File: config.mk
export PLATFORM = sky130hd
export DESIGN_NAME = stk_pipe
export DESIGN_NICKNAME = d
export VERILOG_FILES = /design/src/common/stk_pkg.sv /design/src/stk_pipe/stk_pipe_ad.sv /design/src/stk_pipe/stk_pipe_al.sv /design/src/stk_pipe/stk_pipe_lk.sv /design/src/stk_pipe/stk_pipe_wb.sv /design/src/stk_pipe/stk_pipe.sv
export SDC_FILE = /design/constraint.sdc
export NUM_CORES = 1
export LEC_CHECK = 0
export CORE_ASPECT_RATIO = 0.75
export CORE_UTILIZATION = 40
export CTS_BUF_LIST = sky130_fd_sc_hd__clkbuf_4 sky130_fd_sc_hd__clkbuf_8
export CTS_CLUSTER_DIAMETER = 80
export DETAILED_ROUTE_END_ITERATION = 8
export DONT_BUFFER_PORTS = 1
export GPL_TIMING_DRIVEN = 0
export PLACE_DENSITY = 0.53
export SLEW_MARGIN = 20
export SYNTH_ARGS = -nofsm -noshare
export SYNTH_HDL_FRONTEND = slang
export SYNTH_SLANG_ARGS = --single-unit
File: constraint.sdc
create_clock -name clk -period 21.8 [get_ports clk]
set_clock_uncertainty 0.2 [all_clocks]
set_input_delay 4.36 -clock clk [delete_from_list [all_inputs] [get_ports clk]]
set_output_delay 4.36 -clock clk [all_outputs]
set_load 0.01 [all_outputs]
File: src/common/stk_pkg.sv
// Stack unit shared definitions
// Opcode encoding, the stack data word and the fixed-width bundles that
// move between the pipeline stages. Widths that follow the engine count or
// the entry count are sized inside each module instead.

package stk_pkg;

  // Command opcode presented by each engine as a level
  typedef logic [1:0] opcode_t;

  // Idle engine, nothing to admit
  localparam opcode_t OP_NOP  = 2'd0;

  // Place the data word on top of the engine's stack
  localparam opcode_t OP_PUSH = 2'd1;

  // Remove the top entry and return its data word
  localparam opcode_t OP_POP  = 2'd2;

  // Width of one stack data word
  localparam int DAT_W = 128;

  typedef logic [DAT_W-1:0] dat_t;

  // Result of a completed operation, strobed back to the engine.
  // The data word is zero unless a pop succeeded
  typedef struct packed {
    logic err;
    dat_t dat;
  } rsp_t;

  // Admitted command as it travels from admission towards writeback.
  // The engine id and the entry pointer are carried next to it
  typedef struct packed {
    opcode_t opcode;
    dat_t    dat;
  } lk_cmd_t;

endpackage : stk_pkg

File: src/stk_pipe/stk_pipe_ad.sv
// Stack unit admission stage
// Picks one engine per cycle with a round-robin pointer, acknowledges it
// and forwards its command towards lookup. Keeps one in-flight bit per
// engine so that each engine has at most one operation in the pipeline.

`timescale 1ns/100ps

module stk_pipe_ad #(
  parameter int ENGS_N = 4
, localparam int ENGID_W = (ENGS_N > 1) ? $clog2(ENGS_N) : 1
) (
  input wire stk_pkg::opcode_t [ENGS_N-1:0] i_cmd_opcode
, input wire stk_pkg::dat_t [ENGS_N-1:0]    i_cmd_dat
, output logic [ENGS_N-1:0]                 o_cmd_ack
, output logic                              o_lk_vld_w
, output logic [ENGID_W-1:0]                o_lk_engid_w
, output stk_pkg::lk_cmd_t                  o_lk_cmd_w
, input wire logic                          i_al_empty_r
, input wire logic                          i_al_busy_r
, output logic                              o_al_alloc
, input wire logic [ENGS_N-1:0]             i_rsp_vld
, input wire logic                          clk
, input wire logic                          i_arst_n
);

  typedef logic [ENGID_W-1:0] engid_t;

  logic [ENGS_N-1:0] inflight_r;
  logic [ENGS_N-1:0] eligible;
  engid_t            rr_r;
  engid_t            sel;
  logic              sel_vld;

  // An engine competes when it presents work and has nothing in flight
  always_comb begin
    for (int e = 0; e < ENGS_N; e++) begin
      eligible[e] = (i_cmd_opcode[e] != stk_pkg::OP_NOP) && !inflight_r[e];
    end
  end

  // Scan from the round-robin pointer and take the first eligible engine
  always_comb begin
    int unsigned idx;
    sel     = rr_r;
    sel_vld = 1'b0;
    for (int i = 0; i < ENGS_N; i++) begin
      idx = int'(rr_r) + i;
      // Wrap without a modulo so that any engine count works
      if (idx >= ENGS_N)
        idx = idx - ENGS_N;
      if (!sel_vld && eligible[idx]) begin
        sel     = engid_t'(idx);
        sel_vld = 1'b1;
      end
    end
  end

  // Nothing is admitted while the allocator still builds its free list
  assign o_lk_vld_w   = sel_vld && !i_al_busy_r;
  assign o_cmd_ack    = o_lk_vld_w ? (ENGS_N'(1) << sel) : '0;
  assign o_lk_engid_w = sel;

  assign o_lk_cmd_w.opcode = i_cmd_opcode[sel];
  assign o_lk_cmd_w.dat    = i_cmd_dat[sel];

  // A push only takes a pointer when one is there; otherwise lookup sees
  // no grant and reports the error
  assign o_al_alloc = o_lk_vld_w && (i_cmd_opcode[sel] == stk_pkg::OP_PUSH)
                      && !i_al_empty_r;

  always_ff @(posedge clk or negedge i_arst_n) begin
    if (!i_arst_n) begin
      inflight_r <= '0;
      rr_r       <= '0;
    end else begin
      // Ack and response never hit the same engine in one cycle
      inflight_r <= (inflight_r | o_cmd_ack) & ~i_rsp_vld;
      if (o_lk_vld_w)
        rr_r <= (sel == engid_t'(ENGS_N - 1)) ? '0 : sel + 1'b1;
    end
  end

  // Writeback answers one engine at a time, and only one that is in flight
  a_rsp_inflight : assert property (@(posedge clk) disable iff (!i_arst_n)
    $onehot0(i_rsp_vld) && ((i_rsp_vld & ~inflight_r) == '0));

  // The allocator's initialization walk runs once, right after reset
  a_busy_once : assert property (@(posedge clk) disable iff (!i_arst_n)
    !i_al_busy_r |=> !i_al_busy_r);

endmodule : stk_pipe_ad

File: src/stk_pipe/stk_pipe_al.sv
// Stack unit allocation stage
// Circular free list of entry pointers shared by all engine stacks.
// After reset it writes every pointer into the list, one per cycle, and
// reports busy while doing so. A granted pointer is registered together
// with a grant flag so that it lines up with the command in lookup.

`timescale 1ns/100ps

module stk_pipe_al #(
  parameter int ENTRIES_N = 8
, localparam int PTR_W = $clog2(ENTRIES_N)
) (
  input wire logic               i_ad_alloc
, output logic                   o_ad_empty_r
, output logic                   o_ad_busy_r
, output logic [PTR_W:0]         o_lk_ptr
, input wire logic               i_dealloc_vld
, input wire logic [PTR_W-1:0]   i_dealloc_ptr
, input wire logic               clk
, input wire logic               i_arst_n
);

  typedef logic [PTR_W-1:0] ptr_t;
  typedef logic [PTR_W:0]   cnt_t;

  typedef enum logic {
    ST_INIT,
    ST_RUN
  } state_t;

  state_t state_r;
  ptr_t   fl_mem [ENTRIES_N];
  ptr_t   rd_idx_r;
  ptr_t   wr_idx_r;
  cnt_t   cnt_r;
  ptr_t   ptr_r;
  logic   ptr_vld_r;
  logic   fl_push;
  ptr_t   fl_push_ptr;

  // During the walk the write index doubles as the pointer being freed
  assign fl_push     = (state_r == ST_INIT) || i_dealloc_vld;
  assign fl_push_ptr = (state_r == ST_INIT) ? wr_idx_r : i_dealloc_ptr;

  assign o_ad_busy_r  = (state_r == ST_INIT);
  assign o_ad_empty_r = (cnt_r == '0);

  // Grant flag in the top bit, pointer below it
  assign o_lk_ptr = {ptr_vld_r, ptr_r};

  always_ff @(posedge clk or negedge i_arst_n) begin
    if (!i_arst_n) begin
      state_r   <= ST_INIT;
      rd_idx_r  <= '0;
      wr_idx_r  <= '0;
      cnt_r     <= '0;
      ptr_vld_r <= 1'b0;
    end else begin
      // The walk ends after the last pointer, which keeps busy high for
      // exactly one cycle per entry
      if ((state_r == ST_INIT) && (wr_idx_r == ptr_t'(ENTRIES_N - 1)))
        state_r <= ST_RUN;
      if (fl_push)
        wr_idx_r <= wr_idx_r + 1'b1;
      if (i_ad_alloc)
        rd_idx_r <= rd_idx_r + 1'b1;
      // A free and a grant in the same cycle cancel in the count
      cnt_r     <= cnt_r + cnt_t'(fl_push) - cnt_t'(i_ad_alloc);
      ptr_vld_r <= i_ad_alloc;
    end
  end

  always_ff @(posedge clk) begin
    if (fl_push)
      fl_mem[wr_idx_r] <= fl_push_ptr;
    if (i_ad_alloc)
      ptr_r <= fl_mem[rd_idx_r];
  end

  // Admission only asks for a pointer when one is free and the walk is over
  a_alloc_legal : assert property (@(posedge clk) disable iff (!i_arst_n)
    i_ad_alloc |-> ((cnt_r != '0) && (state_r == ST_RUN)));

  // Writeback never returns more pointers than the list can hold
  a_dealloc_legal : assert property (@(posedge clk) disable iff (!i_arst_n)
    (i_dealloc_vld && !i_ad_alloc) |-> ((cnt_r < cnt_t'(ENTRIES_N))
                                        && (state_r == ST_RUN)));

endmodule : stk_pipe_al

File: src/stk_pipe/stk_pipe_lk.sv
// Stack unit lookup stage
// Keeps the head pointer and depth of every engine's stack and decides
// whether each admitted operation succeeds. A push moves the head to the
// granted pointer at once; a pop lowers the depth here and receives its
// new head later from writeback.

`timescale 1ns/100ps

module stk_pipe_lk #(
  parameter int ENGS_N = 4
, parameter int ENTRIES_N = 8
, localparam int ENGID_W = (ENGS_N > 1) ? $clog2(ENGS_N) : 1
, localparam int PTR_W = $clog2(ENTRIES_N)
) (
  input wire logic                 i_lk_vld_r
, input wire logic [ENGID_W-1:0]   i_lk_engid_r
, input wire stk_pkg::lk_cmd_t     i_lk_cmd_r
, input wire logic [PTR_W:0]       i_lk_ptr
, input wire logic                 i_hd_vld
, input wire logic [ENGID_W-1:0]   i_hd_engid
, input wire logic [PTR_W-1:0]     i_hd_ptr
, output logic                     o_wb_vld
, output logic [ENGID_W-1:0]       o_wb_engid
, output stk_pkg::lk_cmd_t         o_wb_cmd
, output logic [PTR_W-1:0]         o_wb_ptr
, output logic [PTR_W-1:0]         o_wb_link
, output logic                     o_wb_err
, input wire logic                 clk
, input wire logic                 i_arst_n
);

  typedef logic [PTR_W-1:0] ptr_t;
  typedef logic [PTR_W:0]   depth_t;

  ptr_t        head_r [ENGS_N];
  depth_t      depth_r [ENGS_N];
  ptr_t        cur_head;
  depth_t      cur_depth;
  logic        push_ok;
  logic        pop_ok;
  int unsigned depth_sum;

  assign cur_head  = head_r[i_lk_engid_r];
  assign cur_depth = depth_r[i_lk_engid_r];

  // The top bit of the allocator's pointer says whether a pointer was granted
  assign push_ok = i_lk_vld_r && (i_lk_cmd_r.opcode == stk_pkg::OP_PUSH)
                   && i_lk_ptr[PTR_W];
  assign pop_ok  = i_lk_vld_r && (i_lk_cmd_r.opcode == stk_pkg::OP_POP)
                   && (cur_depth != '0);

  always_ff @(posedge clk or negedge i_arst_n) begin
    if (!i_arst_n) begin
      for (int e = 0; e < ENGS_N; e++) begin
        head_r[e]  <= '0;
        depth_r[e] <= '0;
      end
    end else begin
      for (int e = 0; e < ENGS_N; e++) begin
        // Head after a pop, one engine's update never meets its own next op
        if (i_hd_vld && (i_hd_engid == ENGID_W'(e)))
          head_r[e] <= i_hd_ptr;
        if (i_lk_engid_r == ENGID_W'(e)) begin
          if (push_ok) begin
            head_r[e]  <= i_lk_ptr[PTR_W-1:0];
            depth_r[e] <= depth_r[e] + 1'b1;
          end
          if (pop_ok)
            depth_r[e] <= depth_r[e] - 1'b1;
        end
      end
    end
  end

  always_ff @(posedge clk or negedge i_arst_n) begin
    if (!i_arst_n)
      o_wb_vld <= 1'b0;
    else
      o_wb_vld <= i_lk_vld_r;
  end

  always_ff @(posedge clk) begin
    if (i_lk_vld_r) begin
      o_wb_engid <= i_lk_engid_r;
      o_wb_cmd   <= i_lk_cmd_r;
      // A push writes its new entry, a pop reads the current top
      o_wb_ptr   <= push_ok ? i_lk_ptr[PTR_W-1:0] : cur_head;
      // The old head becomes the new entry's next pointer
      o_wb_link  <= cur_head;
      // Anything that neither pushes nor pops is reported as a failure
      o_wb_err   <= !(push_ok || pop_ok);
    end
  end

  always_comb begin
    depth_sum = 0;
    for (int e = 0; e < ENGS_N; e++) begin
      depth_sum = depth_sum + int'(depth_r[e]);
    end
  end

  // All stacks share one entry memory, so their depths together stay in it
  a_depth_bound : assert property (@(posedge clk) disable iff (!i_arst_n)
    depth_sum <= ENTRIES_N);

endmodule : stk_pipe_lk

File: src/stk_pipe/stk_pipe_wb.sv
// Stack unit writeback stage
// Holds the shared entry memory, each entry a data word and a next pointer.
// A push stores its word and link, a pop reads the top entry, hands its
// pointer back to the allocator and its next pointer back to lookup.
// The response to the engine is registered here.

`timescale 1ns/100ps

module stk_pipe_wb #(
  parameter int ENGS_N = 4
, parameter int ENTRIES_N = 8
, localparam int ENGID_W = (ENGS_N > 1) ? $clog2(ENGS_N) : 1
, localparam int PTR_W = $clog2(ENTRIES_N)
) (
  input wire logic                 i_wb_vld
, input wire logic [ENGID_W-1:0]   i_wb_engid
, input wire stk_pkg::lk_cmd_t     i_wb_cmd
, input wire logic [PTR_W-1:0]     i_wb_ptr
, input wire logic [PTR_W-1:0]     i_wb_link
, input wire logic                 i_wb_err
, output logic                     o_hd_vld
, output logic [ENGID_W-1:0]       o_hd_engid
, output logic [PTR_W-1:0]         o_hd_ptr
, output logic                     o_dealloc_vld
, output logic [PTR_W-1:0]         o_dealloc_ptr
, output logic [ENGS_N-1:0]        o_rsp_vld
, output stk_pkg::rsp_t            o_rsp
, input wire logic                 clk
, input wire logic                 i_arst_n
);

  typedef logic [PTR_W-1:0] ptr_t;

  stk_pkg::dat_t mem_dat [ENTRIES_N];
  ptr_t          mem_nxt [ENTRIES_N];
  logic          push_ok;
  logic          pop_ok;
  stk_pkg::dat_t rd_dat;
  ptr_t          rd_nxt;

  // Failed operations leave the memory untouched
  assign push_ok = i_wb_vld && !i_wb_err && (i_wb_cmd.opcode == stk_pkg::OP_PUSH);
  assign pop_ok  = i_wb_vld && !i_wb_err && (i_wb_cmd.opcode == stk_pkg::OP_POP);

  // Only one operation is in this stage per cycle, so read and write never
  // meet on the same entry
  assign rd_dat = mem_dat[i_wb_ptr];
  assign rd_nxt = mem_nxt[i_wb_ptr];

  always_ff @(posedge clk) begin
    if (push_ok) begin
      mem_dat[i_wb_ptr] <= i_wb_cmd.dat;
      mem_nxt[i_wb_ptr] <= i_wb_link;
    end
  end

  always_ff @(posedge clk or negedge i_arst_n) begin
    if (!i_arst_n) begin
      o_hd_vld      <= 1'b0;
      o_dealloc_vld <= 1'b0;
      o_rsp_vld     <= '0;
    end else begin
      o_hd_vld      <= pop_ok;
      o_dealloc_vld <= pop_ok;
      // One-hot strobe towards the engine that issued the operation
      o_rsp_vld     <= i_wb_vld ? (ENGS_N'(1) << i_wb_engid) : '0;
    end
  end

  // New head and the freed pointer both come from the popped entry
  always_ff @(posedge clk) begin
    if (pop_ok) begin
      o_hd_engid    <= i_wb_engid;
      o_hd_ptr      <= rd_nxt;
      o_dealloc_ptr <= i_wb_ptr;
    end
  end

  always_ff @(posedge clk) begin
    if (i_wb_vld) begin
      o_rsp.err <= i_wb_err;
      // Data is returned by a successful pop only
      o_rsp.dat <= pop_ok ? rd_dat : '0;
    end
  end

endmodule : stk_pipe_wb

File: src/stk_pipe/stk_pipe.sv
// Stack unit top level
// Per-engine LIFO stacks kept as linked lists in one shared entry memory.
// Four stages: admission, allocation, lookup and writeback. A command
// acknowledged in one cycle has its response three cycles later.

`timescale 1ns/100ps

module stk_pipe #(
  parameter int ENGS_N = 4
, parameter int ENTRIES_N = 8
) (
  input wire stk_pkg::opcode_t [ENGS_N-1:0] i_cmd_opcode
, input wire stk_pkg::dat_t [ENGS_N-1:0]    i_cmd_dat
, output logic [ENGS_N-1:0]                 o_cmd_ack
, output logic [ENGS_N-1:0]                 o_rsp_vld
, output stk_pkg::rsp_t                     o_rsp
, input wire logic                          clk
, input wire logic                          i_arst_n
);

  localparam int ENGID_W = (ENGS_N > 1) ? $clog2(ENGS_N) : 1;
  localparam int PTR_W   = $clog2(ENTRIES_N);

  // Admission and allocation handshake
  logic                 al_ad_empty_r;
  logic                 al_ad_busy_r;
  logic                 ad_al_alloc;

  // Admission to lookup, before and after the stage register
  logic                 lk_vld_w;
  logic [ENGID_W-1:0]   lk_engid_w;
  stk_pkg::lk_cmd_t     lk_cmd_w;
  logic                 lk_vld_r;
  logic [ENGID_W-1:0]   lk_engid_r;
  stk_pkg::lk_cmd_t     lk_cmd_r;

  // Granted pointer with its grant flag on top
  logic [PTR_W:0]       al_lk_ptr;

  // Lookup to writeback
  logic                 wb_vld;
  logic [ENGID_W-1:0]   wb_engid;
  stk_pkg::lk_cmd_t     wb_cmd;
  logic [PTR_W-1:0]     wb_ptr;
  logic [PTR_W-1:0]     wb_link;
  logic                 wb_err;

  // Writeback back to lookup and allocation
  logic                 hd_vld;
  logic [ENGID_W-1:0]   hd_engid;
  logic [PTR_W-1:0]     hd_ptr;
  logic                 dealloc_vld;
  logic [PTR_W-1:0]     dealloc_ptr;

  stk_pipe_ad #(.ENGS_N(ENGS_N)) u_stk_pipe_ad (
    .i_cmd_opcode   (i_cmd_opcode)
  , .i_cmd_dat      (i_cmd_dat)
  , .o_cmd_ack      (o_cmd_ack)
  , .o_lk_vld_w     (lk_vld_w)
  , .o_lk_engid_w   (lk_engid_w)
  , .o_lk_cmd_w     (lk_cmd_w)
  , .i_al_empty_r   (al_ad_empty_r)
  , .i_al_busy_r    (al_ad_busy_r)
  , .o_al_alloc     (ad_al_alloc)
  , .i_rsp_vld      (o_rsp_vld)
  , .clk            (clk)
  , .i_arst_n       (i_arst_n)
  );

  // Only the valid bit is reset, the command is loaded when valid
  always_ff @(posedge clk or negedge i_arst_n) begin
    if (!i_arst_n)
      lk_vld_r <= 1'b0;
    else
      lk_vld_r <= lk_vld_w;
  end

  always_ff @(posedge clk) begin
    if (lk_vld_w) begin
      lk_engid_r <= lk_engid_w;
      lk_cmd_r   <= lk_cmd_w;
    end
  end

  stk_pipe_al #(.ENTRIES_N(ENTRIES_N)) u_stk_pipe_al (
    .i_ad_alloc     (ad_al_alloc)
  , .o_ad_empty_r   (al_ad_empty_r)
  , .o_ad_busy_r    (al_ad_busy_r)
  , .o_lk_ptr       (al_lk_ptr)
  , .i_dealloc_vld  (dealloc_vld)
  , .i_dealloc_ptr  (dealloc_ptr)
  , .clk            (clk)
  , .i_arst_n       (i_arst_n)
  );

  stk_pipe_lk #(.ENGS_N(ENGS_N), .ENTRIES_N(ENTRIES_N)) u_stk_pipe_lk (
    .i_lk_vld_r     (lk_vld_r)
  , .i_lk_engid_r   (lk_engid_r)
  , .i_lk_cmd_r     (lk_cmd_r)
  , .i_lk_ptr       (al_lk_ptr)
  , .i_hd_vld       (hd_vld)
  , .i_hd_engid     (hd_engid)
  , .i_hd_ptr       (hd_ptr)
  , .o_wb_vld       (wb_vld)
  , .o_wb_engid     (wb_engid)
  , .o_wb_cmd       (wb_cmd)
  , .o_wb_ptr       (wb_ptr)
  , .o_wb_link      (wb_link)
  , .o_wb_err       (wb_err)
  , .clk            (clk)
  , .i_arst_n       (i_arst_n)
  );

  stk_pipe_wb #(.ENGS_N(ENGS_N), .ENTRIES_N(ENTRIES_N)) u_stk_pipe_wb (
    .i_wb_vld       (wb_vld)
  , .i_wb_engid     (wb_engid)
  , .i_wb_cmd       (wb_cmd)
  , .i_wb_ptr       (wb_ptr)
  , .i_wb_link      (wb_link)
  , .i_wb_err       (wb_err)
  , .o_hd_vld       (hd_vld)
  , .o_hd_engid     (hd_engid)
  , .o_hd_ptr       (hd_ptr)
  , .o_dealloc_vld  (dealloc_vld)
  , .o_dealloc_ptr  (dealloc_ptr)
  , .o_rsp_vld      (o_rsp_vld)
  , .o_rsp          (o_rsp)
  , .clk            (clk)
  , .i_arst_n       (i_arst_n)
  );

  // Every acknowledge comes back as that engine's response three cycles on
  for (genvar e = 0; e < ENGS_N; e++) begin : g_rsp_chk
    a_ack_to_rsp : assert property (@(posedge clk) disable iff (!i_arst_n)
      o_cmd_ack[e] |-> ##3 o_rsp_vld[e]);
  end

endmodule : stk_pipe

# [After elaboration in Yosys (flattened, before gate mapping)]
# Memories as Yosys holds them, arrays and structs flattened. A register that Yosys moved wholly into a read port is not among the register bits.
# Cells that the tools add are included.
[word_totals] register_bits=330 ram_bits=1072 input_bits=522 output_inout_bits=137 word_cells=191 n_memories=3
[mem_list] memory="u_stk_pipe_wb.mem_dat" words=8 width=128 rd=1 rd_ports_with_merged_regs=1 wr=1 line="stk_pipe_wb.sv:34" rtl="stk_pkg::dat_t mem_dat [ENTRIES_N];"
[mem_list] memory="u_stk_pipe_al.fl_mem" words=8 width=3 rd=1 rd_ports_with_merged_regs=1 wr=1 line="stk_pipe_al.sv:32" rtl="ptr_t fl_mem [ENTRIES_N];"
[mem_list] memory="u_stk_pipe_wb.mem_nxt" words=8 width=3 rd=1 rd_ports_with_merged_regs=1 wr=1 line="stk_pipe_wb.sv:35" rtl="ptr_t mem_nxt [ENTRIES_N];"
[classes] add_sub_neg=20 magnitude_cmp=10 eq_ne=13 shift=2 mux=59 bitwise_logic=5 reduce_logical=48
[op_table] operator="$bmux W128 S2" n=1
[op_table] operator="$lt A32 B3 Y1 const B" n=4
[op_table] operator="$mux W128" n=1
[op_table] operator="$mux W32" n=4
[op_table] operator="$ge A32 B3 Y1 const B" n=3
[op_table] operator="$sub A32 B3 Y32 const B" n=3
[op_table] operator="$mux W3" n=16
[op_table] operator="$mux W4" n=12
[op_table] operator="$logic_and A1 B1 Y1" n=22
[op_table] operator="$add A4 B1 Y4 const B" n=4
[op_table] operator="$sub A4 B1 Y4 const B" n=4
[op_table] operator="$eq A2 B2 Y1 const B" n=7
[op_table] operator="$mux W1" n=12
[op_table] operator="$mux W2" n=6
[op_table] operator="$logic_not A1 Y1" n=11
[op_table] operator="$eq A2 B1 Y1 const B" n=5
[op_table] operator="$reduce_bool A2 Y1" n=5
[op_table] operator="$bmux W1 S2" n=4
[op_table] operator="$bmux W4 S2" n=1
[op_table] operator="$reduce_and A2 Y1" n=4
[op_table] operator="$shl A1 B2 Y4 const A" n=2
[op_table] operator="$add A2 B2 Y3 const B" n=2
[op_table] operator="$add A3 B1 Y3 const B" n=2
[op_table] operator="$bmux W3 S2" n=1
[op_table] operator="19 further kinds" n=21

# [Depth between registers and ports, before layout]
[logic_depth] depth_word=20 depth_mapped=12 ltp_nobuf=12

# [Modules after synthesis]
# A second synthesis with hierarchy kept.
[hier_totals] hier_cells=3106 area_unflattened_um2=60077.6
[modules_own_cells] mod="stk_pipe_wb" instances=1 cells_each=2249 area_each_um2=44315.0 seq_area_each_um2=35709.2
[modules_own_cells] mod="stk_pipe_lk" instances=1 cells_each=412 area_each_um2=6496.2 seq_area_each_um2=4899.7
[modules_own_cells] mod="stk_pipe" instances=1 cells_each=133 area_each_um2=3988.8 seq_area_each_um2=3988.8
[modules_own_cells] mod="stk_pipe_ad" instances=1 cells_each=213 area_each_um2=3592.2 seq_area_each_um2=150.1
[modules_own_cells] mod="stk_pipe_al" instances=1 cells_each=99 area_each_um2=1685.4 seq_area_each_um2=1111.1

# [Least setup slack after synthesis]
# No wires, ideal clock.
[synth_timing] kind="flip-flop to flip-flop" from="register u_stk_pipe_lk.o_wb_vld" to="memory u_stk_pipe_wb.mem_dat[1][0] (netlist name), enable pin" setup_ns=0.990 t_arrival_ns=16.937 required_time_ns=20.610 slack_ns=3.673 stages_incl_launch_ff=4 path_buffers=0 period_less_slack_ns=18.127 path_cell_list="dfrtp_1 -> nor2b_1 -> nand3b_1 -> nor4b_1"
[synth_between] elab_chain_len=4
[synth_lines] item="start, declared" line="stk_pipe_lk.sv:22" rtl=", output logic o_wb_vld"
[synth_lines] item="start signal, assigned" line="stk_pipe_lk.sv:79" rtl="o_wb_vld <= i_lk_vld_r;"
[synth_lines] item="$logic_and A1 B1 Y1 (2 in series)" line="stk_pipe_wb.sv:42" rtl="assign push_ok = i_wb_vld && !i_wb_err && (i_wb_cmd.opcode == stk_pkg::OP_PUSH);"
[synth_lines] item="$mux W1" line="stk_pipe_wb.sv:51" rtl="if (push_ok) begin"
[synth_lines] item="$mux W1 (not written as such)" line="stk_pipe_wb.sv:52" rtl="mem_dat[i_wb_ptr] <= i_wb_cmd.dat;"
[synth_lines] item="end, declared" line="stk_pipe_wb.sv:34"
# Every way passes these cells.

# [Worst setup path in the final report]
[layout_timing] from="input i_cmd_opcode[0] (netlist name)" to="output o_cmd_ack[1]"
[layout_between] elab_chain_len=16 word_cells_on_any_way=27 cone_classes="shift: 1; mux: 17; reduce/logical: 9"
[layout_lines] item="start, declared" line="stk_pipe.sv:12" rtl="input wire stk_pkg::opcode_t [ENGS_N-1:0] i_cmd_opcode"
[layout_lines] item="$reduce_bool A2 Y1 (*)" line="stk_pipe_ad.sv:37" rtl="eligible[e] = (i_cmd_opcode[e] != stk_pkg::OP_NOP) && !inflight_r[e];"
[layout_lines] item="$logic_and A1 B1 Y1 (*)" line="stk_pipe_ad.sv:37"
[layout_lines] item="$bmux W1 S2" line="stk_pipe_ad.sv:51" rtl="if (!sel_vld && eligible[idx]) begin"
[layout_lines] item="$mux W1 (not written as such)" line="stk_pipe_ad.sv:51"
[layout_lines] item="$mux W1" line="stk_pipe_ad.sv:51"
[layout_lines] item="$logic_not A1 Y1" line="stk_pipe_ad.sv:51"
[layout_lines] item="$logic_and A1 B1 Y1" line="stk_pipe_ad.sv:51"
[layout_lines] item="$mux W1" line="stk_pipe_ad.sv:51"
[layout_lines] item="$logic_not A1 Y1" line="stk_pipe_ad.sv:51"
[layout_lines] item="$logic_and A1 B1 Y1" line="stk_pipe_ad.sv:51"
[layout_lines] item="$mux W1" line="stk_pipe_ad.sv:51"
[layout_lines] item="$logic_not A1 Y1" line="stk_pipe_ad.sv:51"
[layout_lines] item="$logic_and A1 B1 Y1" line="stk_pipe_ad.sv:51"
[layout_lines] item="$mux W2 (*)" line="stk_pipe_ad.sv:51"
[layout_lines] item="named net lk_engid_w[0]" line="stk_pipe.sv:31" rtl="logic [ENGID_W-1:0] lk_engid_w;"
[layout_lines] item="$shl A1 B2 Y4 (*)" line="stk_pipe_ad.sv:60" rtl="assign o_cmd_ack = o_lk_vld_w ? (ENGS_N'(1) << sel) : '0;"
[layout_lines] item="$mux W4 (*)" line="stk_pipe_ad.sv:60"
[layout_lines] item="end, declared" line="stk_pipe.sv:14" rtl=", output logic [ENGS_N-1:0] o_cmd_ack"
# The timed path passes the listed nets; every way through them passes the cells marked *. The select of a mux whose other input is x is not followed.

==> summary.json <==
{
  "finalMaxSlewViolations": {"value": 0},
  "route.detailed.vias_per_inst": {"value": 5.76},
  "cts_resized": {"value": 0},
  "report.power.total": {"value": 10100, "unit": "uW"},
  "areaGrowthSynthToFinish": {"value": 15.8, "unit": "%"},
  "multi_input_comb_area": {"value": 10700, "unit": "um2"},
  "place_congestion": {"value": 0.791},
  "setup.worst_path.class": {"value": "in -> out"},
  "fin_crit": {"value": 12.29, "unit": "ns"},
  "cpMostUsedCell": {"value": "sky130_fd_sc_hd__buf_2"},
  "timing.critical_path.required": {"value": 17.24, "unit": "ns"},
  "rsz0062_at_grt": {"value": "no"},
  "worst_slew_margin_rel": {"value": 20.1, "unit": "%"},
  "design.core.area": {"value": 143000, "unit": "um2"},
  "numnets_final": {"value": 4430},
  "grt_overflow_total": {"value": 0},
  "postSynthCellCount": {"value": 3449},
  "syn_avg_cell_area": {"value": 16.7, "unit": "um2"},
  "route.vias.total": {"value": 34358},
  "clock_tree_from_tritoncts": {"value": "built"},
  "worstSkewPairLatency": {"value": 0.97, "unit": "ns"},
  "min_delay_path_depth": {"value": 0},
  "worst_slew_pin_tran": {"value": 1.20, "unit": "ns"},
  "grt_antenna_before_repair": {"value": 11},
  "final_antenna_net_count": {"value": 0},
  "grt_first_pass_wirelength": {"value": 251000, "unit": "um"},
  "power.density": {"value": 152, "unit": "nW/um2"},
  "finalSetupViolCount": {"value": 0},
  "grt_pass1_vias": {"value": 32230},
  "reg2reg_slack": {"value": 17.16, "unit": "ns"},
  "ctsRootBufferMaster": {"value": "sky130_fd_sc_hd__clkbuf_8"},
  "run_status": {"value": "finished clean"},
  "cap_viol_max_count": {"value": 0},
  "synth.ff_latch_count": {"value": 1536},
  "tritoncts.num_buffers": {"value": 228},
  "pin_count_of_the_biggest_net_entering_global_routing": {"value": 54},
  "htree_num_levels": {"value": 4},
  "start_kind": {"value": "input port"},
  "cts_hold_buf": {"value": 0},
  "timing.critical_path.fanout_max": {"value": 13},
  "post-cts-setup-buffer-count": {"value": 0},
  "fillers": {"value": 12387},
  "setup.worst_path.start": {"value": "i_cmd_opcode[0]"},
  "ys_types": {"value": 56},
  "crit-reg2reg-capture": {"value": "u_stk_pipe_wb.mem_dat[6][10]"},
  "cts.path.max_buffers": {"value": 3},
  "detailed_place_hpwl": {"value": 126000, "unit": "um"},
  "post-route-cell-area": {"value": 66500, "unit": "um2"},
  "die_width": {"value": 440, "unit": "um"},
  "leakagePower": {"value": 0.0230, "unit": "uW"},
  "synth_warnings": {"value": 0},
  "data_arrival_time_at_the_worst_slack_endpoint": {"value": 7.73, "unit": "ns"},
  "core.rowCount": {"value": 120},
  "routed_wl": {"value": 184000, "unit": "um"},
  "synth.yosys.seq_area_share": {"value": 79.8, "unit": "%"},
  "slowest_stage": {"value": "sky130_fd_sc_hd__buf_2"},
  "synth.area.top_cells": {"value": "sky130_fd_sc_hd__edfxtp_1, sky130_fd_sc_hd__nand2_1, sky130_fd_sc_hd__a22oi_1, sky130_fd_sc_hd__a31oi_1, sky130_fd_sc_hd__dfrtp_1"},
  "first_pass_iters": {"value": 6},
  "synth-async-reset-ratio": {"value": 3.45, "unit": "%"},
  "clkSinkCount": {"value": 1536},
  "groute.usage.overall": {"value": 24.8, "unit": "%"},
  "drc": {"value": 0},
  "worst_setup_hold_path_clk_slew": {"value": 0.06, "unit": "ns"},
  "initial_standard_cell_utilization_of_the_core": {"value": 40.3, "unit": "%"},
  "ir_drop": {"value": 75.1, "unit": "uV"},
  "r2r.worst_path.cells": {"value": 9},
  "max_freq": {"value": 81.3, "unit": "MHz"},
  "portBuffers": {"value": 0},
  "post-route-period-util": {"value": 56.4, "unit": "%"},
  "post_dp_cell_area": {"value": 61900, "unit": "um2"},
  "synth_top_area_share": {"value": 77.5, "unit": "%"},
  "seq_area": {"value": 45900, "unit": "um2"},
  "final_cells": {"value": 5970},
  "place_inst": {"value": 5544},
  "synthesis.nets": {"value": 3996},
  "boundaryPins": {"value": 659},
  "route.detailed.wl_per_inst": {"value": 30.7, "unit": "um"},
  "drt_iter0_drcs": {"value": 4102},
  "synthFlopType": {"value": "sky130_fd_sc_hd__edfxtp_1"},
  "crit_path_max_incr_delay": {"value": 0.70, "unit": "ns"},
  "netlist.top_cell.by_area": {"value": "sky130_fd_sc_hd__edfxtp_1"},
  "die_area": {"value": 145000, "unit": "um2"},
  "number_of_enable_flip_flop_cells_after_synthesis": {"value": 1483},
  "timing.critical_path.to_type": {"value": "output pin"},
  "worst_hold_path_type": {"value": "reg -> reg"},
  "regToRegStartpoint": {"value": "u_stk_pipe_lk.o_wb_ptr[0]"},
  "final-hold-violation-count": {"value": 0},
  "worstSetupEndpoint": {"value": "o_cmd_ack[1]"},
  "layout-drive-gt1-share": {"value": 17.6, "unit": "%"},
  "cell_chain_of_the_critical_path": {"value": "o21bai_1 > nand3_1 > a32oi_2 > buf_6 > buf_2 > buf_2 > ha_1 > and2_1"},
  "netlist_area": {"value": 57500, "unit": "um2"},
  "floorplan.die.height": {"value": 330, "unit": "um"}
}
[metrics by stage]
stage               util (%)  hold slack (ns)  setup slack, ns   TNS, ns
floorplan                  -            0.200             3.67         0
global placement        42.0            0.203           -14.33  -8182.96
detailed placement      43.4            0.205             9.49         0
CTS                     46.6            0.201             9.48         0
global route            46.6            0.204             9.41         0
finish                  46.6            0.207             9.51         0
[worst min path at each step]
| stage | startpoint | end |
|---|---|---|
| final | lk_cmd_r[59] | u_stk_pipe_lk.o_wb_cmd[59] |
| after global routing | lk_cmd_r[59] | u_stk_pipe_lk.o_wb_cmd[59] |
| after CTS | lk_cmd_r[96] | u_stk_pipe_lk.o_wb_cmd[96] |
| after detailed placement | lk_cmd_r[16] | u_stk_pipe_lk.o_wb_cmd[16] |
| after global placement | lk_cmd_r[42] | u_stk_pipe_lk.o_wb_cmd[42] |
| after floorplan | lk_cmd_r[0] | u_stk_pipe_lk.o_wb_cmd[0] |
[cell usage in the layout (no fill, tap or decap), types with 47 or more instances in the layout]
| master | Yosys | routed |
|---|---|---|
| sky130_fd_sc_hd__a22oi_1 | 269 | 269 |
| sky130_fd_sc_hd__and3_1 | 131 | 131 |
| sky130_fd_sc_hd__nand2_1 | 543 | 543 |
| sky130_fd_sc_hd__a22o_1 | 128 | 128 |
| sky130_fd_sc_hd__a31oi_1 | 257 | 257 |
| sky130_fd_sc_hd__buf_4 | 3 | 73 |
| sky130_fd_sc_hd__clkbuf_4 | 0 | 92 |
| sky130_fd_sc_hd__clkinv_1 | 0 | 47 |
| sky130_fd_sc_hd__dfrtp_1 | 53 | 51 |
| sky130_fd_sc_hd__buf_2 | 76 | 162 |
| sky130_fd_sc_hd__clkbuf_8 | 0 | 236 |
| sky130_fd_sc_hd__edfxtp_1 | 1483 | 1483 |
| sky130_fd_sc_hd__a221oi_1 | 128 | 128 |
| sky130_fd_sc_hd__clkbuf_1 | 124 | 102 |
[area by class of cell]
cell class	count	area share, %
clock inverters	82	0.991
multi-input cells	1673	16.0
well taps	1891	3.56
plain buffers	220	1.45
diodes	16	0.0602
flip-flops and latches	1536	68.9
inverters	20	0.115
repair buffers	204	2.94
clock buffers	328	5.92
[sequential cells by signal, indices dropped and copies added, names as in the netlist, 3 cells and up]
register	cells
u_stk_pipe_wb.mem_dat	1024
lk_cmd_r	130
u_stk_pipe_lk.o_wb_cmd	130
u_stk_pipe_wb.o_rsp	129
u_stk_pipe_al.fl_mem	24
u_stk_pipe_wb.mem_nxt	24
u_stk_pipe_lk.depth_r	16
u_stk_pipe_lk.head_r	12
u_stk_pipe_ad.inflight_r	4
u_stk_pipe_al.cnt_r	4
u_stk_pipe_wb.o_rsp_vld	4
u_stk_pipe_al.ptr_r	3
u_stk_pipe_al.rd_idx_r	3
u_stk_pipe_al.wr_idx_r	3
u_stk_pipe_lk.o_wb_link	3
u_stk_pipe_lk.o_wb_ptr	3
u_stk_pipe_wb.o_dealloc_ptr	3
u_stk_pipe_wb.o_hd_ptr	3
[power by group]
part           switching [uW]  internal (uW)
Combinational            2070            870
Sequential                569           4260
Clock                    1130           1240
[synth_stat cells (4+ instances only)]
master and instances:
sky130_fd_sc_hd__a21o_1 5, sky130_fd_sc_hd__a21oi_1 10, sky130_fd_sc_hd__a221oi_1 128, sky130_fd_sc_hd__a22o_1 128, sky130_fd_sc_hd__a22oi_1 269, sky130_fd_sc_hd__a31oi_1 257, sky130_fd_sc_hd__and2_1 5, sky130_fd_sc_hd__and3_1 131
sky130_fd_sc_hd__buf_1 17, sky130_fd_sc_hd__buf_2 76, sky130_fd_sc_hd__clkbuf_1 124, sky130_fd_sc_hd__dfrtp_1 53, sky130_fd_sc_hd__edfxtp_1 1483, sky130_fd_sc_hd__fa_1 5, sky130_fd_sc_hd__ha_1 20, sky130_fd_sc_hd__inv_1 18
sky130_fd_sc_hd__mux2_2 15, sky130_fd_sc_hd__mux2i_1 15, sky130_fd_sc_hd__mux4_2 9, sky130_fd_sc_hd__nand2_1 543, sky130_fd_sc_hd__nand2b_1 6, sky130_fd_sc_hd__nand3_1 5, sky130_fd_sc_hd__nand3b_1 4, sky130_fd_sc_hd__nor2_1 32
sky130_fd_sc_hd__nor3_1 6, sky130_fd_sc_hd__nor3b_1 4, sky130_fd_sc_hd__nor4_1 5, sky130_fd_sc_hd__o21ai_0 13, sky130_fd_sc_hd__o21bai_1 4, sky130_fd_sc_hd__xnor2_1 12, sky130_fd_sc_hd__xor2_1 9
[cells by family (layout without fill, tap and decap cells)]
kind of cell	count (synthesis)	after routing	share of synthesized area [%]
flops	1536	1536	79.8
compound gates	830	830	10.8
simple gates	755	755	5.75
buf+inv	240	854	1.75
mux	42	42	0.973
fa+ha+maj	25	25	0.610
xor+xnor	21	21	0.320
other cells	0	16	0
[per-layer routing]
layer,part of all wire [%],GRT usage (%)
met5,0.016,0
met2,46,37.9
met3,8.5,5.18
met4,2.7,7.89
met1,43,35.6
[critical path, delay by kind of cell]
kind / cells / cell delay [ns]
AO/OA/AOI/OAI: 2 / 1.11
AND/OR/NAND/NOR: 2 / 0.39
adder cells (fa/ha/maj): 1 / 0.27
buffers and inverters: 3 / 1.58
No activity file was read; power rests on OpenSTA's default activity.
